`config.mk`:
```
export PLATFORM = sky130hd
export DESIGN_NAME = serial_repacker
export DESIGN_NICKNAME = d
export VERILOG_FILES = /design/src/logic/repack_cfg_pkg.sv /design/src/logic/repack_types_pkg.sv /design/src/logic/counter_clear_up.sv /design/src/logic/piso_buffered.sv /design/src/logic/serial_repacker.sv /design/src/logic/sipo_full_buffered.sv /design/src/logic/two_fifo.sv
export SDC_FILE = /design/constraint.sdc
export NUM_CORES = 1
export LEC_CHECK = 0
export ABC_AREA = 0
export BUFFER_PORTS_ARGS = -buffer_cell sky130_fd_sc_hd__buf_2
export CORE_MARGIN = 5
export CORE_UTILIZATION = 25
export CTS_BUF_LIST = sky130_fd_sc_hd__clkbuf_8
export DETAILED_ROUTE_END_ITERATION = 7
export GPL_TIMING_DRIVEN = 0
export PLACE_DENSITY = 0.37
export SYNTH_ARGS = -nofsm -noshare
export SYNTH_HDL_FRONTEND = slang
export SYNTH_SLANG_ARGS = --single-unit
```
`constraint.sdc`:
```
create_clock -name clk_i -period 3.2 [get_ports clk_i]
set_input_delay 0.96 -clock clk_i [delete_from_list [all_inputs] [get_ports clk_i]]
set_output_delay 0.96 -clock clk_i [all_outputs]
set_load 0.01 [all_outputs]
```
`src/logic/repack_cfg_pkg.sv`:
```
package repack_cfg_pkg;

  // Input side.
  localparam int in_width_c  = 8;  // Bits per input byte.
  localparam int in_els_c    = 4;  // Lanes per assembled frame.

  // Output side.
  localparam int out_width_c = 16; // Bits per output beat.
  localparam int out_els_c   = 2;  // Beats per frame.

endpackage

```
`src/logic/repack_types_pkg.sv`:
```
package repack_types_pkg;
  import repack_cfg_pkg::*;

  typedef logic [in_width_c-1:0] byte_t;   // One input word.

  // Lane 0 sits in the low bits.
  typedef byte_t [in_els_c-1:0] frame_t;

  typedef logic [out_width_c-1:0] half_t;  // One output data word.

  typedef struct packed
  {
    half_t data;  // Halfword payload.
    logic  last;  // Set on the final beat of a frame.
  } out_beat_t;

endpackage

```
`src/logic/counter_clear_up.sv`:
```
module counter_clear_up
  #(parameter  int max_val_p = 3
   ,localparam int width_lp  = (max_val_p > 0) ? $clog2(max_val_p + 1) : 1
  )
  (input  logic                clk_i
  ,input  logic                arst_n_i

  ,input  logic                clear_i
  ,input  logic                up_i
  ,output logic [width_lp-1:0] count_o
  );

  logic [width_lp-1:0] count_r;

  assign count_o = count_r;

  always_ff @(posedge clk_i or negedge arst_n_i)
  begin
    if (!arst_n_i)
      count_r <= '0;
    else if (clear_i)
      count_r <= '0;             // Clear wins over up.
    else if (up_i)
      count_r <= count_r + 1'b1;
  end

  // The caller must wrap with clear; the counter never rolls over by itself.
  a_no_wrap: assert property (@(posedge clk_i) disable iff (!arst_n_i)
    (up_i && !clear_i) |-> (count_r != width_lp'(max_val_p)))
    else $error("counter_clear_up: count-up past max_val_p.");

endmodule

```
`src/logic/piso_buffered.sv`:
```
module piso_buffered
  import repack_cfg_pkg::*, repack_types_pkg::*;
  #(parameter int els_p = 2
  )
  (input  logic      clk_i
  ,input  logic      arst_n_i

  ,input  logic      v_i
  ,output logic      ready_o
  ,input  frame_t    data_i

  ,output logic      v_o
  ,input  logic      ready_i
  ,output out_beat_t beat_o
  );

  localparam int lg_els_lp = (els_p > 1) ? $clog2(els_p) : 1;

  if (els_p * out_width_c != in_els_c * in_width_c)
  begin : g_bad_els
    $error("piso_buffered: els_p beats must cover exactly one frame.");
  end

  frame_t               head;
  half_t [els_p-1:0]    halves;
  logic [lg_els_lp-1:0] beat_idx;
  logic                 beat_fire, last_beat;

  two_fifo
    #(.payload_t(frame_t))
    frame_fifo
    (.clk_i   (clk_i)
    ,.arst_n_i(arst_n_i)
    ,.v_i     (v_i)
    ,.ready_o (ready_o)
    ,.data_i  (data_i)
    ,.v_o     (v_o)
    ,.data_o  (head)
    ,.ready_i (beat_fire & last_beat) // Frame leaves with its final beat.
    );

  assign halves    = head;               // Low half is beat 0.
  assign last_beat = (beat_idx == lg_els_lp'(els_p - 1));
  assign beat_fire = v_o & ready_i;

  assign beat_o.data = halves[beat_idx];
  assign beat_o.last = last_beat;

  counter_clear_up
    #(.max_val_p(els_p - 1))
    beat_cnt
    (.clk_i   (clk_i)
    ,.arst_n_i(arst_n_i)
    ,.clear_i (beat_fire & last_beat)
    ,.up_i    (beat_fire & ~last_beat)
    ,.count_o (beat_idx)
    );

  // A stalled beat stays put until it is taken.
  a_beat_hold: assert property (@(posedge clk_i) disable iff (!arst_n_i)
    (v_o && !ready_i) |=> (v_o && $stable(beat_o)))
    else $error("piso_buffered: beat changed while stalled.");

endmodule

```
`src/logic/serial_repacker.sv`:
```
module serial_repacker
  import repack_cfg_pkg::*, repack_types_pkg::*;
  #(parameter bit hi_to_lo_p = 1'b0
  )
  (input  logic      clk_i
  ,input  logic      arst_n_i

  ,input  logic      in_v_i
  ,output logic      in_ready_o
  ,input  byte_t     in_data_i

  ,output logic      out_v_o
  ,input  logic      out_ready_i
  ,output out_beat_t out_beat_o
  );

  logic   frame_v;
  logic   frame_ready;
  frame_t frame;

  sipo_full_buffered
    #(.els_p     (in_els_c)
     ,.hi_to_lo_p(hi_to_lo_p)
    )
    sipo
    (.clk_i   (clk_i)
    ,.arst_n_i(arst_n_i)
    ,.v_i     (in_v_i)
    ,.ready_o (in_ready_o)
    ,.data_i  (in_data_i)
    ,.v_o     (frame_v)
    ,.ready_i (frame_ready)
    ,.data_o  (frame)
    );

  piso_buffered
    #(.els_p(out_els_c))
    piso
    (.clk_i   (clk_i)
    ,.arst_n_i(arst_n_i)
    ,.v_i     (frame_v)
    ,.ready_o (frame_ready)
    ,.data_i  (frame)
    ,.v_o     (out_v_o)
    ,.ready_i (out_ready_i)
    ,.beat_o  (out_beat_o)
    );

endmodule

```
`src/logic/sipo_full_buffered.sv`:
```
module sipo_full_buffered
  import repack_cfg_pkg::*, repack_types_pkg::*;
  #(parameter int els_p      = 4
   ,parameter bit hi_to_lo_p = 1'b0
  )
  (input  logic   clk_i
  ,input  logic   arst_n_i

  ,input  logic   v_i
  ,output logic   ready_o
  ,input  byte_t  data_i

  ,output logic   v_o
  ,input  logic   ready_i
  ,output frame_t data_o
  );

  localparam int lg_els_lp = (els_p > 1) ? $clog2(els_p) : 1;

  if (els_p != in_els_c)
  begin : g_bad_els
    $error("sipo_full_buffered: els_p must equal the frame lane count.");
  end

  logic [lg_els_lp-1:0] lane_idx;
  logic [els_p-1:0]     lane_v_li, lane_ready_lo, lane_v_lo;
  byte_t [els_p-1:0]    lane_data;
  byte_t [els_p-1:0]    lane_ordered;
  logic                 in_fire, frame_pop;
  logic                 last_lane;

  assign ready_o   = lane_ready_lo[lane_idx]; // Only the selected lane matters.
  assign in_fire   = v_i & ready_o;
  assign last_lane = (lane_idx == lg_els_lp'(els_p - 1));

  assign v_o       = &lane_v_lo;              // Frame ready once every lane holds a byte.
  assign frame_pop = v_o & ready_i;

  for (genvar i = 0; i < els_p; i++)
  begin : g_lane
    assign lane_v_li[i] = v_i & (lane_idx == lg_els_lp'(i)); // One-hot steering.

    two_fifo
      #(.payload_t(byte_t))
      fifo
      (.clk_i   (clk_i)
      ,.arst_n_i(arst_n_i)
      ,.v_i     (lane_v_li[i])
      ,.ready_o (lane_ready_lo[i])
      ,.data_i  (data_i)
      ,.v_o     (lane_v_lo[i])
      ,.data_o  (lane_data[i])
      ,.ready_i (frame_pop)     // All lanes pop together.
      );

    if (hi_to_lo_p)
    begin : g_rev
      assign lane_ordered[i] = lane_data[els_p-1-i];
    end
    else
    begin : g_fwd
      assign lane_ordered[i] = lane_data[i];
    end
  end

  assign data_o = lane_ordered;

  counter_clear_up
    #(.max_val_p(els_p - 1))
    lane_cnt
    (.clk_i   (clk_i)
    ,.arst_n_i(arst_n_i)
    ,.clear_i (in_fire & last_lane)
    ,.up_i    (in_fire & ~last_lane)
    ,.count_o (lane_idx)
    );

endmodule

```
`src/logic/two_fifo.sv`:
```
module two_fifo
  #(parameter type payload_t = logic
  )
  (input  logic     clk_i
  ,input  logic     arst_n_i

  ,input  logic     v_i
  ,output logic     ready_o
  ,input  payload_t data_i

  ,output logic     v_o
  ,output payload_t data_o
  ,input  logic     ready_i
  );

  payload_t mem_r [2];
  logic     wr_ptr_r, rd_ptr_r;
  logic     full_r, empty_r;
  logic     enq, deq;

  assign v_o     = ~empty_r;
  assign data_o  = mem_r[rd_ptr_r];
  assign ready_o = ~full_r | ready_i;  // A full FIFO still takes a write on a read.

  assign enq = v_i & ready_o;
  assign deq = v_o & ready_i;

  always_ff @(posedge clk_i or negedge arst_n_i)
  begin
    if (!arst_n_i)
    begin
      wr_ptr_r <= 1'b0;
      rd_ptr_r <= 1'b0;
      full_r   <= 1'b0;
      empty_r  <= 1'b1;
    end
    else
    begin
      if (enq)
        wr_ptr_r <= ~wr_ptr_r;
      if (deq)
        rd_ptr_r <= ~rd_ptr_r;
      if (enq & ~deq)
      begin
        empty_r <= 1'b0;
        full_r  <= (~wr_ptr_r == rd_ptr_r); // Second entry lands.
      end
      else if (deq & ~enq)
      begin
        full_r  <= 1'b0;
        empty_r <= (~rd_ptr_r == wr_ptr_r); // Last entry leaves.
      end
    end
  end

  always_ff @(posedge clk_i)
  begin
    if (enq)
      mem_r[wr_ptr_r] <= data_i;
  end

  // A held head entry is never overwritten while it waits to be read.
  a_no_overflow: assert property (@(posedge clk_i) disable iff (!arst_n_i)
    (v_o && !ready_i) |=> (v_o && $stable(data_o)))
    else $error("two_fifo: head entry overwritten without a read.");

endmodule

```
* Word-level counts from Yosys, hierarchy flattened
Memories as Yosys holds them, arrays and structs flattened.
Cells that the tools add are included.
** Cells by class
- Add/sub/neg operators :: 2
- Magnitude comparators :: 2
- Equality and inequality tests :: 13
- Muxes and demuxes :: 38
- Bitwise operators :: 67
- Reductions and logical operators :: 9
** Operator list (number)
- two-way mux 1 bit :: 33
- two-way mux 16 bit :: 2
- NOT 1 bit :: 32
- AND 1 bit :: 30
- nonzero test 2 bit :: 7
- equality test 1 bit :: 10
- OR 1 bit :: 5
- equality test 2 bit (second input constant) :: 2
- two-way mux 2 bit :: 2
- AND reduction 4 bit :: 1
- < comparator 2 x 3 -> 1 bit (second input constant) :: 1
- adder 2 x 1 -> 2 bit (second input constant) :: 1
- binary-select mux 1 bit (select 2 bit) :: 1
- equality test 2 x 1 -> 1 bit (second input constant) :: 1
- zero test 2 bit :: 1
- < comparator 1 x 2 -> 1 bit (second input constant) :: 1
- adder 1 bit (second input constant) :: 1
** Storage, ports and cells
- Flip-flop bits (word level) :: 23
- Memory bits (writable) :: 128
- Bits of input ports :: 12
- Output and inout port bits :: 19
- Logic and storage cells :: 158
- Memories kept :: 5
** Memories
- piso.frame_fifo.mem_r :: words 2, width 32, rd ports 1, clocked after memory_dff 0, write ports 1, line two_fifo.sv:16 : payload_t mem_r [2];
- sipo.g_lane[0].fifo.mem_r :: words 2, width 8, rd ports 1, clocked after memory_dff 0, write ports 1, line two_fifo.sv:16
- sipo.g_lane[1].fifo.mem_r :: words 2, width 8, rd ports 1, clocked after memory_dff 0, write ports 1, line two_fifo.sv:16
- sipo.g_lane[2].fifo.mem_r :: words 2, width 8, rd ports 1, clocked after memory_dff 0, write ports 1, line two_fifo.sv:16
- sipo.g_lane[3].fifo.mem_r :: words 2, width 8, rd ports 1, clocked after memory_dff 0, write ports 1, line two_fifo.sv:16

* Longest topological paths before layout
- Depth in word-level cells :: 12
- Depth in mapped cells :: 9
- Mapped depth without buffers :: 7

* Modules after synthesis
Synthesis repeated with hierarchy kept, for this count alone.
** Unflattened totals
- Cells, all modules :: 346
- Area total of the unflattened synthesis :: 6307.3 µm²
** By module, submodules not included
- two_fifo (sipo.g_lane[0].fifo ...) :: instances 4, cells an instance 45, area each 789.5 µm², sequential area each 581.8 µm²
- two_fifo (piso.frame_fifo) :: instances 1, cells an instance 120, area each 2662.6 µm², sequential area each 2023.2 µm²
- piso_buffered :: instances 1, cells an instance 21, area each 266.5 µm², sequential area each 0.0 µm²
- sipo_full_buffered :: instances 1, cells an instance 15, area each 93.8 µm², sequential area each 0.0 µm²
- counter_clear_up (sipo.lane_cnt) :: instances 1, cells an instance 7, area each 88.8 µm², sequential area each 50.0 µm²
- counter_clear_up (piso.beat_cnt) :: instances 1, cells an instance 3, area each 37.5 µm², sequential area each 25.0 µm²

* Least setup slack after synthesis
No wires, ideal clock.
- Path kind :: in2reg
- Start point :: input out_ready_i
- End point :: memory piso.frame_fifo.mem_r[0][0] (netlist name), enable pin
- Library setup time :: 421 ps
- Arrival time :: 2881 ps
- Required time :: 2779 ps
- Path slack :: -102 ps
- Stages on the path :: 5
- Path buffers :: 1
- Cells stage by stage :: nand3b_4 -> a21boi_4 -> inv_2 -> buf_6 -> nor2_1
** On the way
- Word-level cells in the longest chain between the ends :: 6
** RTL lines
- start: declaration :: line serial_repacker.sv:13 : ,input logic out_ready_i
- AND 1 bit :: line piso_buffered.sv:44 : assign beat_fire = v_o & ready_i;
- AND 1 bit :: line piso_buffered.sv:39 : ,.ready_i (beat_fire & last_beat)
- OR 1 bit :: line two_fifo.sv:23 : assign ready_o = ~full_r | ready_i;
- AND 1 bit :: line two_fifo.sv:25 : assign enq = v_i & ready_o;
- named net piso.frame_fifo.enq :: line two_fifo.sv:19 : logic enq, deq;
- two-way mux 1 bit :: line two_fifo.sv:58 : if (enq)
- two-way mux 1 bit (not written as such) :: line two_fifo.sv:59 : mem_r[wr_ptr_r] <= data_i;
- end: declaration :: line two_fifo.sv:16
The timed path passes the listed nets, and every way through them passes these cells.

==> flow_metrics.tcl <==
set metrics [dict create \
    start_util 0.252 \
    yosysTopAreaCellShare 0.655 \
    holdCritPathClass "reg -> reg" \
    wl_per_cell_um 16.5 \
    numPortBuffers 30 \
    crit_path_start "piso.beat_cnt.count_o" \
    p_comb_frac 0.314 \
    syn_area_um2 5860 \
    path_cells "buf_4, buf_2, mux4_2, buf_2" \
    synth_compound_gate_area_share 0.0247 \
    whs_ns 0.494 \
    r2r_start "piso.beat_cnt.count_o" \
    timing.rr.end "sipo.g_lane[0].fifo.mem_r[0][5]" \
    clock_tree.root_cell "clkbuf_8" \
    finalHoldViolCount 0 \
    worstSetupEndpointType "output pin" \
    coreArea_um2 23300 \
    path_max_fanout 10 \
    area_growth_pct 17.8 \
    drtPass1Iterations 4 \
    dp_hpwl_mm 7.37 \
    crit_path_frequent_cell "buf_2" \
    nFillCells 2343 \
    yosysWarnings 0 \
    synth.area.mux_share 0.132 \
    clockBufferDepth 2 \
    synth-simple-area-share 0.0303 \
    clock-sinks 151 \
    min_path_cells 2 \
    viasPerCell 3.90 \
    fp-row-count 56 \
    maxCapViolations 0 \
    swShare 0.309 \
    fin_ws_ns 0.191 \
    setup_viol 0 \
    numCtsBuffers 17 \
    synth_seq_cells 151 \
    fin_skew_ns 0.00908 \
    rrSetupSlack_ns 0.47 \
    reg2regPathDepth 7 \
    syn_avg_cell_area_um2 19.9 \
    rsz0062_at_grt "no" \
    period_share 0.940 \
    dp_slack_ns -0.0145 \
    insertion_delay_ns 0.43 \
    worstSetupStartpointType "flip-flop" \
    synthDistinctLibCells 30 \
    grt_first_pass_wirelength_mm 17.2 \
    drt_iter0_markers 105 \
    gr-usage-all-layers 0.0906 \
    crit_arrival_ns 2.05 \
    syn_inst 295 \
    post_cts_buffers 0 \
    dieHeight_um 163 \
    overflow 0 \
    cp_data_required_time_ns 2.24 \
    p_int_mw 4.55 \
    cts_hold_buf 0 \
    max_freq_ghz 0.332 \
    dieArea_um2 26600 \
    drive_above_1_share 0.376 \
    synth_top_family_by_area "multiplexers" \
    cpMaxStageDelayCell "buf_2" \
    critPathMaxStageDelay_ns 0.43 \
    synth_seq_area_share 0.755 \
    switchingPower_mw 2.04 \
    via_count 2645 \
    yosysTopAreaCell "edfxtp_1" \
    powerDensity_nw_per_um2 954 \
    antenna_left 0 \
    setup_tns_ns 0 \
    syn_nets 316 \
    status "finished clean" \
    grt_max_degree 25 \
    critPathKind "reg -> out" \
    antenna_found_initial 0 \
    p_seq_frac 0.446 \
    vdd_drop_max_uv 298 \
    drc 0 \
    synth_area_leaders "edfxtp_1 66%, dfrtp_1 7.7%, mux4_2 6.5%" \
    p_leak_nw 2.35 \
    clkPwrFrac 0.240 \
    grt_pass1_vias 2816 \
    hold_end "sipo.g_lane[1].fifo.empty_r" \
    drv_slew 0 \
    h-tree-depth 4 \
    min_period_ns 3.01 \
    slew_headroom 0.369 \
    synth-adder-area-share 0.0192 \
    gp_congestion 0.637 \
    ios 31 \
    final_nets 367 \
    cts_tree "built" \
    hp-start "sipo.g_lane[1].fifo.empty_r" \
    die_w_um 163 \
    synth_xor_area_frac 0.0239 \
    wirelength_mm 11.2 \
    tightest_slew_ns 0.945 \
    clk_pin_slew_ns 0.08 \
    antenna_cells 0 \
]
==> logic make-up after synthesis <==
logic type | count (synthesis)
DFF | 151
muxes | 51
and+or+nand+nor | 34
buffers and inverters | 18
AOI/OAI and AO/OA | 16
xor gates and xnor gates | 16
adders and majority gates | 9
==> worst max-delay path by stage <==
stage,endpoint,slack [ns],cells after the start
final,out_beat_o[3],0.19,4
after floorplan,piso.frame_fifo.mem_r[0][0],-0.10,5
after CTS,out_beat_o[3],0.05,4
after global routing,out_beat_o[3],0.06,4
after global placement,piso.frame_fifo.mem_r[0][4],-1.50,6
after detailed placement,sipo.g_lane[0].fifo.mem_r[0][3],-0.01,7
==> layout make-up <==
cell class | count | area [um2] | area share
Buffer | 10 | 67.6 | 0.00978
Multi-Input combinational cell | 126 | 1360 | 0.197
Clock buffer | 17 | 234 | 0.0339
Timing Repair Buffer | 32 | 190 | 0.0275
Clock inverter | 15 | 198 | 0.0286
Sequential cell | 151 | 4430 | 0.641
Tap cell | 319 | 399 | 0.0578
Inverter | 8 | 30.0 | 0.00435
==> timing repair <==
action                     in CTS  in global routing
gates resized for setup         5                  1
gates cloned                    0                  0
hold endpoints to repair        0                  0
setup endpoints to repair       9                  1
==> state kept, by name, summed over array words and instances, names as in the netlist <==
register	count
piso.beat_cnt.count_o	1
piso.frame_fifo.empty_r	1
piso.frame_fifo.full_r	1
piso.frame_fifo.mem_r	64
piso.frame_fifo.rd_ptr_r	1
piso.frame_fifo.wr_ptr_r	1
sipo.g_lane.fifo.empty_r	4
sipo.g_lane.fifo.full_r	4
sipo.g_lane.fifo.mem_r	64
sipo.g_lane.fifo.rd_ptr_r	4
sipo.g_lane.fifo.wr_ptr_r	4
sipo.lane_cnt.count_o	2
==> power groups by stage <==
stage          Sequential [mW]  Combinational (mW)  Clock (mW)
3_5_place_dp              2.99                2.14           0
3_3_place_gp              3.00                2.05           0
6_report                  2.94                2.07        1.58
5_1_grt                   2.99                2.31        1.73
2_1_floorplan             2.94                1.44           0
4_1_cts                   2.95                2.15        1.64
==> cell usage after synthesis <==
cell type  count
a21bo_2        1
a21boi_4       1
a21oi_2        2
a21oi_4        2
a22o_1         3
and2_1         4
buf_1          1
buf_2          3
buf_4          3
buf_6          1
clkbuf_1       2
dfrtp_1       18
dfstp_2        5
edfxtp_1     128
ha_1           9
inv_1          7
inv_2          1
mux2_2        32
mux2_4         2
mux4_2        17
nand2_1       16
nand2b_1       2
nand3b_4       1
nor2_1         6
nor2b_1        4
nor4_2         1
o21ai_0        5
o31ai_1        2
xnor2_1        9
xor2_1         7
==> routing by layer <==
metal | global-route usage | share of wire | vias up
li1 | - | - | 1236
met1 | 0.116 | 0.46 | 1360
met2 | 0.146 | 0.49 | 41
met3 | 0.0288 | 0.035 | 8
met4 | 0.0297 | 0.010 | 0
met5 | 0 | 0 | -
==> cells in the final DEF (no fill, tap or decap), drive strengths merged <==
| cell type | synthesis | routed |
|---|---|---|
| mux2 | 34 | 34 |
| ha | 9 | 9 |
| mux4 | 17 | 17 |
| xnor2 | 9 | 9 |
| clkbuf | 2 | 19 |
| nor4 | 1 | 1 |
| edfxtp | 128 | 128 |
| nand2b | 2 | 2 |
| and2 | 4 | 4 |
| nor2b | 4 | 4 |
| a21boi | 1 | 1 |
| nor2 | 6 | 6 |
| bufinv | 0 | 4 |
| a22o | 3 | 3 |
| clkinv | 0 | 3 |
| buf | 8 | 40 |
| inv | 8 | 15 |
| dfstp | 5 | 5 |
| xor2 | 7 | 7 |
| nand3b | 1 | 1 |
| a21bo | 1 | 1 |
| o31ai | 2 | 2 |
| o21ai | 5 | 5 |
| a21oi | 4 | 4 |
| clkinvlp | 0 | 1 |
| nand2 | 16 | 16 |
| dfrtp | 18 | 18 |
==> metrics by stage <==
step           instances  total power [mW]  utilization  area [um2]
2_1_floorplan        295              4.38            -        5860
3_3_place_gp         644              5.05        0.276        6410
3_5_place_dp         646              5.13        0.278        6470
4_1_cts              678              6.74        0.297        6900
5_1_grt              678              7.03        0.297        6910
6_report             678              6.59        0.297        6910
==> worst max-delay path: cells and delay by family (launching register included) <==
kind                   cells  cell delay, ns
buffers and inverters      3            0.85
multiplexers               1            0.40
flip-flops                 1            0.35
(Power assumes the default switching activity.)
